==> src/source/vs_settings.svh <==
// formats and a 640x480 screen are fixed; other sizes need new shift-add terms in vs_viewport
`ifndef VS_SETTINGS_SVH
`define VS_SETTINGS_SVH

// fraction bits
`define VS_FRAC_WORLD 8    // world, matrix and clip, Q8.8
`define VS_FRAC_NDC 14     // ndc, Q2.14

// word widths
`define VS_FIX_W 16        // every fixed-point word
`define VS_SCR_W 20        // screen coordinates and edge values

// screen
`define VS_HALF_W 320
`define VS_HALF_H 240

// divider magnitude width
// 16-bit numerator magnitude with the ndc fraction appended
`define VS_DIV_W 30

`endif

==> src/source/vs_pkg.sv <==
// types only; widths come from vs_settings.svh, vertex order is v[0], v[1], v[2]
`include "vs_settings.svh"

package vs_pkg;

	////////////////////////////////////////////////////////////////////////////
	// scalar words
	////////////////////////////////////////////////////////////////////////////
	typedef logic signed [`VS_FIX_W-1:0] fix_t;   // Q8.8 or Q2.14
	typedef logic signed [`VS_SCR_W-1:0] scr_t;   // integer pixels

	////////////////////////////////////////////////////////////////////////////
	// triangle payloads, one per stage boundary
	////////////////////////////////////////////////////////////////////////////
	typedef struct packed {
		fix_t x;
		fix_t y;
		fix_t z;
	} vtx_world_t;

	typedef struct packed {
		vtx_world_t [2:0] v;
	} tri_world_t;

	// rows 0, 1 and 3 of view-projection; column 3 multiplies w = 1.0
	typedef struct packed {
		fix_t [3:0] r0;
		fix_t [3:0] r1;
		fix_t [3:0] r3;
	} vp_rows_t;

	typedef struct packed {
		fix_t x;
		fix_t y;
		fix_t w;
	} vtx_clip_t;

	typedef struct packed {
		vtx_clip_t [2:0] v;
	} tri_clip_t;

	typedef struct packed {
		fix_t x;
		fix_t y;
	} vtx_ndc_t;

	typedef struct packed {
		vtx_ndc_t [2:0] v;
	} tri_ndc_t;

	typedef struct packed {
		scr_t [2:0] x;
		scr_t [2:0] y;
	} tri_screen_t;

	// e_init[i] is the edge from vertex i to vertex (i+1) mod 3
	typedef struct packed {
		scr_t [2:0] y;
		scr_t [2:0] e_init;
	} tri_setup_t;

	////////////////////////////////////////////////////////////////////////////
	// stage FSMs
	////////////////////////////////////////////////////////////////////////////
	typedef enum logic [1:0] {XF_IDLE, XF_MAC, XF_LAST} xform_state_e;
	typedef enum logic [2:0] {DV_IDLE, DV_LOAD, DV_STEP, DV_STORE, DV_LAST} div_state_e;
	typedef enum logic [1:0] {ES_IDLE, ES_MUL, ES_LAST} edge_state_e;

endpackage

==> src/source/vs_transform.sv <==
// i_vp is taken with each triangle; clip values wrap silently when they exceed Q8.8 range
`timescale 1ns/1ps
`include "vs_settings.svh"

module vs_transform (
	input  logic                  clk,
	input  logic                  reset,
	input  logic                  i_valid,
	input  vs_pkg::tri_world_t    i_tri,
	input  vs_pkg::vp_rows_t      i_vp,
	input  logic                  i_ready,
	output logic                  o_ready,
	output logic                  o_valid,
	output vs_pkg::tri_clip_t     o_clip
);

	localparam int ACC_W = 2 * `VS_FIX_W + 2;   // four full products

	vs_pkg::xform_state_e    state;
	vs_pkg::tri_world_t      tri_q;
	vs_pkg::vp_rows_t        vp_q;
	logic [1:0]              vtx_idx;   // vertex 0..2
	logic [1:0]              row_idx;   // 0 x, 1 y, 2 w
	logic [1:0]              term;      // column of the dot product
	logic signed [ACC_W-1:0] acc;
	logic signed [ACC_W-1:0] prod;
	logic signed [ACC_W-1:0] acc_next;
	vs_pkg::fix_t            op_vtx;
	vs_pkg::fix_t            op_row;
	vs_pkg::fix_t            dot_q;

	assign o_ready = (state == vs_pkg::XF_IDLE) && (!o_valid || i_ready);

	// shared multiply-accumulate operands
	always_comb begin
		case (term)
			2'd0: op_vtx = tri_q.v[vtx_idx].x;
			2'd1: op_vtx = tri_q.v[vtx_idx].y;
			2'd2: op_vtx = tri_q.v[vtx_idx].z;
			default: op_vtx = vs_pkg::fix_t'(1 << `VS_FRAC_WORLD);   // w = 1.0
		endcase
		case (row_idx)
			2'd0: op_row = vp_q.r0[term];
			2'd1: op_row = vp_q.r1[term];
			default: op_row = vp_q.r3[term];
		endcase
		prod = op_vtx * op_row;
		acc_next = (term == 2'd0) ? prod : acc + prod;
		dot_q = vs_pkg::fix_t'(acc_next >>> `VS_FRAC_WORLD);
	end

	always_ff @(posedge clk) begin
		if (reset) begin
			state <= vs_pkg::XF_IDLE;
			o_valid <= 1'b0;
			vtx_idx <= '0;
			row_idx <= '0;
			term <= '0;
		end else begin
			if (o_valid && i_ready)
				o_valid <= 1'b0;
			case (state)
				vs_pkg::XF_IDLE: begin
					if (i_valid && o_ready)
						state <= vs_pkg::XF_MAC;
				end
				vs_pkg::XF_MAC: begin
					term <= term + 2'd1;   // wraps to 0 after column 3
					if (term == 2'd3) begin
						if (row_idx == 2'd2) begin
							row_idx <= '0;
							if (vtx_idx == 2'd2) begin
								vtx_idx <= '0;
								state <= vs_pkg::XF_LAST;
							end else begin
								vtx_idx <= vtx_idx + 2'd1;
							end
						end else begin
							row_idx <= row_idx + 2'd1;
						end
					end
				end
				vs_pkg::XF_LAST: begin
					o_valid <= 1'b1;
					state <= vs_pkg::XF_IDLE;
				end
				default: state <= vs_pkg::XF_IDLE;
			endcase
		end
	end

	// operands and results, written only while o_valid is low
	always_ff @(posedge clk) begin
		if (i_valid && o_ready) begin
			tri_q <= i_tri;
			vp_q <= i_vp;
		end
		if (state == vs_pkg::XF_MAC) begin
			acc <= acc_next;
			if (term == 2'd3) begin
				case (row_idx)
					2'd0: o_clip.v[vtx_idx].x <= dot_q;
					2'd1: o_clip.v[vtx_idx].y <= dot_q;
					default: o_clip.v[vtx_idx].w <= dot_q;
				endcase
			end
		end
	end

endmodule

==> src/source/vs_divide.sv <==
// quotients are truncated to 16 bits without saturation; w = 0 gives ndc 0 after a full division time
`timescale 1ns/1ps
`include "vs_settings.svh"

module vs_divide (
	input  logic               clk,
	input  logic               reset,
	input  logic               i_valid,
	input  vs_pkg::tri_clip_t  i_clip,
	input  logic               i_ready,
	output logic               o_ready,
	output logic               o_valid,
	output vs_pkg::tri_ndc_t   o_ndc
);

	localparam int CNT_W = $clog2(`VS_DIV_W);

	vs_pkg::div_state_e    state;
	vs_pkg::tri_clip_t     clip_q;
	logic [2:0]            pair;       // vertex in [2:1], y in [0]
	logic [CNT_W-1:0]      step;
	logic [`VS_DIV_W-1:0]  quo;        // dividend shifts out, quotient shifts in
	logic [`VS_FIX_W-1:0]  rem;
	logic [`VS_FIX_W-1:0]  den_mag;
	logic                  neg;
	logic                  den_zero;
	vs_pkg::fix_t          num;
	vs_pkg::fix_t          den;
	logic [`VS_FIX_W-1:0]  num_mag;
	logic [`VS_FIX_W:0]    rem_shift;
	vs_pkg::fix_t          q_signed;

	assign o_ready = (state == vs_pkg::DV_IDLE) && (!o_valid || i_ready);

	always_comb begin
		num = pair[0] ? clip_q.v[pair[2:1]].y : clip_q.v[pair[2:1]].x;
		den = clip_q.v[pair[2:1]].w;
		num_mag = num[`VS_FIX_W-1] ? -num : num;   // -32768 still fits unsigned
		rem_shift = {rem, quo[`VS_DIV_W-1]};
		q_signed = neg ? -quo[`VS_FIX_W-1:0] : quo[`VS_FIX_W-1:0];
	end

	always_ff @(posedge clk) begin
		if (reset) begin
			state <= vs_pkg::DV_IDLE;
			o_valid <= 1'b0;
			pair <= '0;
			step <= '0;
		end else begin
			if (o_valid && i_ready)
				o_valid <= 1'b0;
			case (state)
				vs_pkg::DV_IDLE:  if (i_valid && o_ready) state <= vs_pkg::DV_LOAD;
				vs_pkg::DV_LOAD: begin
					step <= '0;
					state <= vs_pkg::DV_STEP;
				end
				vs_pkg::DV_STEP: begin
					step <= step + 1'b1;
					if (step == CNT_W'(`VS_DIV_W - 1))
						state <= vs_pkg::DV_STORE;
				end
				vs_pkg::DV_STORE: begin
					if (pair == 3'd5) begin
						pair <= '0;
						state <= vs_pkg::DV_LAST;
					end else begin
						pair <= pair + 3'd1;
						state <= vs_pkg::DV_LOAD;
					end
				end
				vs_pkg::DV_LAST: begin
					o_valid <= 1'b1;
					state <= vs_pkg::DV_IDLE;
				end
				default: state <= vs_pkg::DV_IDLE;
			endcase
		end
	end

	////////////////////////////////////////////////////////////////////////////
	// restoring divider datapath
	////////////////////////////////////////////////////////////////////////////
	always_ff @(posedge clk) begin
		if (i_valid && o_ready)
			clip_q <= i_clip;
		case (state)
			vs_pkg::DV_LOAD: begin
				quo <= {num_mag, {`VS_FRAC_NDC{1'b0}}};   // clip << 14
				rem <= '0;
				den_mag <= den[`VS_FIX_W-1] ? -den : den;
				neg <= num[`VS_FIX_W-1] ^ den[`VS_FIX_W-1];
				den_zero <= (den == '0);
			end
			vs_pkg::DV_STEP: begin
				if (rem_shift >= {1'b0, den_mag}) begin
					rem <= `VS_FIX_W'(rem_shift - {1'b0, den_mag});
					quo <= {quo[`VS_DIV_W-2:0], 1'b1};
				end else begin
					rem <= rem_shift[`VS_FIX_W-1:0];
					quo <= {quo[`VS_DIV_W-2:0], 1'b0};
				end
			end
			vs_pkg::DV_STORE: begin
				if (pair[0])
					o_ndc.v[pair[2:1]].y <= den_zero ? '0 : q_signed;
				else
					o_ndc.v[pair[2:1]].x <= den_zero ? '0 : q_signed;
			end
			default: ;
		endcase
	end

endmodule

==> src/source/vs_viewport.sv <==
// ndc outside [-2, 2) has already wrapped in vs_divide; screen values are not clipped
`timescale 1ns/1ps
`include "vs_settings.svh"

module vs_viewport (
	input  logic                 clk,
	input  logic                 reset,
	input  logic                 i_valid,
	input  vs_pkg::tri_ndc_t     i_ndc,
	input  logic                 i_ready,
	output logic                 o_ready,
	output logic                 o_valid,
	output vs_pkg::tri_screen_t  o_screen
);

	localparam int WIDE_W = `VS_FIX_W + 10;   // room for ndc * 320

	// floor(ndc * half) + half, shift-add only
	function automatic vs_pkg::scr_t to_screen(input vs_pkg::fix_t ndc, input logic is_y);
		logic signed [WIDE_W-1:0] wide;
		logic signed [WIDE_W-1:0] scaled;
		wide = ndc;
		if (is_y)
			scaled = (wide <<< 8) - (wide <<< 4);   // 240 = 256 - 16
		else
			scaled = (wide <<< 8) + (wide <<< 6);   // 320 = 256 + 64
		scaled = scaled >>> `VS_FRAC_NDC;
		return vs_pkg::scr_t'(scaled + (is_y ? `VS_HALF_H : `VS_HALF_W));
	endfunction

	assign o_ready = !o_valid || i_ready;

	always_ff @(posedge clk) begin
		if (reset)
			o_valid <= 1'b0;
		else if (i_valid && o_ready)
			o_valid <= 1'b1;
		else if (i_ready)
			o_valid <= 1'b0;
	end

	always_ff @(posedge clk) begin
		if (i_valid && o_ready) begin
			for (int i = 0; i < 3; i++) begin
				o_screen.x[i] <= to_screen(i_ndc.v[i].x, 1'b0);
				o_screen.y[i] <= to_screen(i_ndc.v[i].y, 1'b1);
			end
		end
	end

endmodule

==> src/source/vs_edge_setup.sv <==
// edge values wrap to 20 bits; vertex order decides the sign of each edge
`timescale 1ns/1ps
`include "vs_settings.svh"

module vs_edge_setup (
	input  logic                 clk,
	input  logic                 reset,
	input  logic                 i_valid,
	input  vs_pkg::tri_screen_t  i_screen,
	input  logic                 i_ready,
	output logic                 o_ready,
	output logic                 o_valid,
	output vs_pkg::tri_setup_t   o_setup
);

	vs_pkg::edge_state_e           state;
	vs_pkg::tri_screen_t           scr_q;
	logic [1:0]                    edge_idx;   // edge i runs from vertex i to j
	logic [1:0]                    j_idx;
	logic                          second;     // 0 y_i*(x_j-x_i), 1 x_i*(y_i-y_j)
	vs_pkg::scr_t                  mul_a;
	vs_pkg::scr_t                  mul_b;
	logic signed [2*`VS_SCR_W-1:0] prod;
	vs_pkg::scr_t                  tmp;

	assign o_ready = (state == vs_pkg::ES_IDLE) && (!o_valid || i_ready);
	assign j_idx = (edge_idx == 2'd2) ? 2'd0 : edge_idx + 2'd1;

	// one shared 20x20 multiplier
	always_comb begin
		if (second) begin
			mul_a = scr_q.x[edge_idx];
			mul_b = scr_q.y[edge_idx] - scr_q.y[j_idx];
		end else begin
			mul_a = scr_q.y[edge_idx];
			mul_b = scr_q.x[j_idx] - scr_q.x[edge_idx];
		end
		prod = mul_a * mul_b;
	end

	always_ff @(posedge clk) begin
		if (reset) begin
			state <= vs_pkg::ES_IDLE;
			o_valid <= 1'b0;
			edge_idx <= '0;
			second <= 1'b0;
		end else begin
			if (o_valid && i_ready)
				o_valid <= 1'b0;
			case (state)
				vs_pkg::ES_IDLE: if (i_valid && o_ready) state <= vs_pkg::ES_MUL;
				vs_pkg::ES_MUL: begin
					second <= ~second;
					if (second) begin
						if (edge_idx == 2'd2) begin
							edge_idx <= '0;
							state <= vs_pkg::ES_LAST;
						end else begin
							edge_idx <= edge_idx + 2'd1;
						end
					end
				end
				vs_pkg::ES_LAST: begin
					o_valid <= 1'b1;
					state <= vs_pkg::ES_IDLE;
				end
				default: state <= vs_pkg::ES_IDLE;
			endcase
		end
	end

	always_ff @(posedge clk) begin
		if (i_valid && o_ready)
			scr_q <= i_screen;
		if (state == vs_pkg::ES_MUL) begin
			if (second)
				o_setup.e_init[edge_idx] <= tmp - vs_pkg::scr_t'(prod);
			else
				tmp <= vs_pkg::scr_t'(prod);   // low 20 bits are enough
		end
		if (state == vs_pkg::ES_LAST)
			o_setup.y <= scr_q.y;
	end

endmodule

==> src/source/vs_top.sv <==
// four stages hold up to four triangles; i_vp must be valid together with i_tri
`timescale 1ns/1ps

module vs_top (
	input  logic                clk,
	input  logic                reset,
	input  logic                i_valid,
	input  vs_pkg::tri_world_t  i_tri,
	input  vs_pkg::vp_rows_t    i_vp,
	input  logic                i_ready,
	output logic                o_ready,
	output logic                o_valid,
	output vs_pkg::tri_setup_t  o_setup
);

	////////////////////////////////////////////////////////////////////////////
	// stage boundaries
	////////////////////////////////////////////////////////////////////////////
	vs_pkg::tri_clip_t    clip;
	vs_pkg::tri_ndc_t     ndc;
	vs_pkg::tri_screen_t  screen;
	logic                 clip_valid, clip_ready;
	logic                 ndc_valid, ndc_ready;
	logic                 screen_valid, screen_ready;

	vs_transform u_transform (
		.clk(clk), .reset(reset),
		.i_valid(i_valid), .i_tri(i_tri), .i_vp(i_vp), .o_ready(o_ready),
		.o_valid(clip_valid), .o_clip(clip), .i_ready(clip_ready)
	);

	vs_divide u_divide (
		.clk(clk), .reset(reset),
		.i_valid(clip_valid), .i_clip(clip), .o_ready(clip_ready),
		.o_valid(ndc_valid), .o_ndc(ndc), .i_ready(ndc_ready)
	);

	vs_viewport u_viewport (
		.clk(clk), .reset(reset),
		.i_valid(ndc_valid), .i_ndc(ndc), .o_ready(ndc_ready),
		.o_valid(screen_valid), .o_screen(screen), .i_ready(screen_ready)
	);

	vs_edge_setup u_edge_setup (
		.clk(clk), .reset(reset),
		.i_valid(screen_valid), .i_screen(screen), .o_ready(screen_ready),
		.o_valid(o_valid), .o_setup(o_setup), .i_ready(i_ready)
	);

endmodule

==> config.mk <==
export PLATFORM = sky130hd
export DESIGN_NAME = vs_top
export DESIGN_NICKNAME = d
export VERILOG_FILES = /design/src/source/vs_pkg.sv /design/src/source/vs_transform.sv /design/src/source/vs_divide.sv /design/src/source/vs_viewport.sv /design/src/source/vs_edge_setup.sv /design/src/source/vs_top.sv
export VERILOG_INCLUDE_DIRS = /design/src /design/src/source
export SDC_FILE = /design/constraint.sdc
export NUM_CORES = 2
export LEC_CHECK = 0
export BUFFER_PORTS_ARGS = -buffer_cell sky130_fd_sc_hd__buf_2
export CELL_PAD_IN_SITES_DETAIL_PLACEMENT = 1
export CELL_PAD_IN_SITES_GLOBAL_PLACEMENT = 1
export CORE_UTILIZATION = 30
export CTS_BUF_LIST = sky130_fd_sc_hd__clkbuf_8
export DETAILED_ROUTE_END_ITERATION = 6
export HOLD_SLACK_MARGIN = 0.06
export PLACE_DENSITY = 0.5
export SLEW_MARGIN = 15
export SYNTH_ARGS = -nofsm -noshare
export SYNTH_HDL_FRONTEND = slang
export SYNTH_SLANG_ARGS = --single-unit
==> constraint.sdc <==
create_clock -name clk -period 13.6 [get_ports clk]
set_clock_uncertainty 0.2 [all_clocks]
set_input_delay 0.68 -clock clk [delete_from_list [all_inputs] [get_ports clk]]
set_output_delay 0.68 -clock clk [all_outputs]
set_load 0.005 [all_outputs]
==> impl_metrics.ini <==
[synthesis]
synth_xor_area_share_pct = 3.71
ys_ff_latch = 1111
synthAdderAreaFrac_pct = 16.9
syn_inst = 5317
synth-simple-area-share_pct = 9.34
yosys_most_used_dff = edfxtp_1
syn_area_um2 = 64100
ys_types = 87
synthArstFlopShare_pct = 0
synth_nets = 6320
synth-edff-count = 1083
yosys_warnings = 0
seq_area_frac_synth_pct = 51.6
synthMuxAreaShare_pct = 4.86
avgSynthCellArea_um2 = 12.1
synth_top_family_by_area = adder cells
synth_compound_area_share_pct = 8.39

[finish]
syn_to_final_growth_pct = 20.5
layout_common_cells = 1083 x edfxtp_1, 670 x inv_1, 627 x nor2_1
seq_area_um2 = 33100
multi_input_area_um2 = 27900
nets = 7184
fillers = 23100
layout-drive-gt1-share_pct = 15.9
final_common_cell = edfxtp_1

[critical_path]
critPathKind = flip-flop to flip-flop
cp-start-kind = flip-flop
cp.required_ns = 14.07
slowest_delay_ns = 0.94
worst-path-buf-inv = 8
critical_path_depth = 42
path_delay_family = adder cells
crit_fanout = 57
crit_arrival_ns = 12.50
reg2reg_depth = 42
cp_slowest_cell = nor3_1
end_kind = flip-flop

[routing]
num_vias = 42600
routed_wl_mm = 188
wire_per_inst_um = 20.4
firstDrtPassIters = 7
via_per_inst = 4.63
drc_errors = 44
ant_nets = 0
drt-initial-drc-count = 1846

[global_route]
grt-ovfl-total = 0
grt_pass1_wl_mm = 286
grt_max_degree = 177
antenna_found_initial = 33
grt_use_total_pct = 17.4
grt_pass1_vias = 46900

[clock_tree]
path_clk_slew_ns = 0.06
cts_buffers = 205
ctsLongestPathBuffers = 3
cts_max_level = 4
cts_root_buffer = clkbuf_8
cts_tree = yes
clk_latency_ns = 0.95
post-cts-setup-buffers = 0
cts.sinks = 1111

[run_status]
violations = design-rule violations
status = finished, violations left

[timing]
fin_crit_sh_pct = 88.5
slew-limit-headroom_pct = 22.7
setup_viol = 0
max_freq_mhz = 83.1
hold_viol_final = 0
rsz0062_at_grt = no
worst_slew_pin_slew_ns = 1.15
tns_ns = 0
maxSlewViolCount = 0
period_minus_slack_ns = 12.03

[worst_hold_path]
hold_class = flip-flop to flip-flop
min_path_cells = 0

[place]
gp_congestion = 0.789
port_buffers = 461
dp_hpwl_mm = 135

[floorplan]
initial_utilization_pct = 30.2
core_um2 = 212000
die_h_um = 464
rows = 169
dieArea_um2 = 216000
die_w_um = 464
ios = 462

[flow_run]
maxCapViolations = 0
cells in the mapped netlist, types with 7 or more instances:
cell,number,area (um2)
edfxtp_1,1083,32500
nor2_1,632,2370
inv_1,607,2280
ha_1,336,4200
fa_1,327,6550
nand2_1,265,995
o21ai_0,243,1220
a21oi_1,232,1160
mux2i_1,197,1970
xnor2_1,179,1570
clkbuf_1,161,604
nand2b_1,99,619
xor2_1,74,648
a211oi_1,71,533
nor2b_1,71,444
nor3_1,55,275
a21o_1,49,368
mux4_2,48,1080
o2bb2ai_1,48,420
and2_1,45,282
or2_2,41,257
o21a_1,32,240
dfxtp_1,28,561
or3_1,28,175
buf_4,27,203
o211ai_1,24,180
buf_2,23,115
o21bai_1,23,173
buf_1,22,82.6
a31oi_1,21,131
nand3_1,20,100
and3_1,17,106
o21ai_1,14,70.1
a31o_2,11,96.3
nor4_1,10,62.6
a21boi_0,9,67.6
o31ai_1,9,67.6
nand4_1,8,50.1
nor3b_1,7,52.6
per-layer routing:
metal | wire length, um | GRT usage (%) | vias up
met5 | 78 | 0 | -
met4 | 5410 | 5.74 | 12
met3 | 7620 | 3.20 | 280
met2 | 93900 | 30.7 | 823
met1 | 81000 | 21.2 | 21300
li1 | - | - | 20300
final timing paths:
check                            from                       end  slack [ns]
max          u_edge_setup.edge_idx[0]  u_edge_setup.o_setup[59]        1.57
min reg2reg   u_viewport.o_screen[44]    u_edge_setup.scr_q[44]        0.20
min           u_viewport.o_screen[44]    u_edge_setup.scr_q[44]        0.20
max reg2reg  u_edge_setup.edge_idx[0]  u_edge_setup.o_setup[59]        1.57
final cells by class:
cell class	count	share of cell area, %
diodes	26	0.0842
clock buffers	215	3.83
clock inverters	167	1.33
inverters	608	2.95
multi-input cells	3360	36.1
flip-flops and latches	1111	42.8
well taps	2821	4.57
repair buffers	895	8.33
registers in the layout (all words and copies together), names as in the netlist, 78 cells and up:
| register | cells |
|---|---|
| u_divide.clip_q | 144 |
| u_edge_setup.o_setup | 99 |
| u_transform.vp_q | 192 |
| u_transform.o_clip | 144 |
| u_edge_setup.scr_q | 78 |
| u_viewport.o_screen | 78 |
| u_transform.tri_q | 144 |
| u_divide.o_ndc | 96 |
worst reg2reg max path, delay by kind of cell, from the launching register on:
| family | cells | cell delay, ns |
|---|---|---|
| adders and majority gates | 14 | 5.40 |
| xor gates and xnor gates | 2 | 0.58 |
| AOI/OAI and AO/OA | 9 | 1.54 |
| DFF | 1 | 0.59 |
| buffers and inverters | 8 | 0.78 |
| and+or+nand+nor | 9 | 2.70 |
through the flow:
step	hold WS (ns)	util, %	instance area (um2)	setup WS [ns]	instances
global route	0.156	36.4	77300	0.742	9195
detailed placement	0.206	32.9	69800	1.42	8454
floorplan	0.200	-	64100	2.69	5317
finish	0.202	36.4	77300	1.57	9203
global placement	0.201	32.9	69800	1.63	8454
CTS	0.0981	36.4	77200	1.44	9176
timing repair:
| action | in CTS | in global routing |
|---|---|---|
| hold buffers | 340 | 0 |
| gates resized for setup | 0 | 0 |
| hold endpoints to repair | 369 | 0 |
kinds of logic after synthesis:
kind of cell / count (synthesis)
and+or+nand+nor: 1323
muxes: 251
xor gates and xnor gates: 261
adders and majority gates: 671
DFF: 1111
buffers and inverters: 846
AOI/OAI and AO/OA: 854
Power is left out: the tool's default activity adds up to more than one toggle a clock period on the data nets, which glitch-free logic cannot reach.
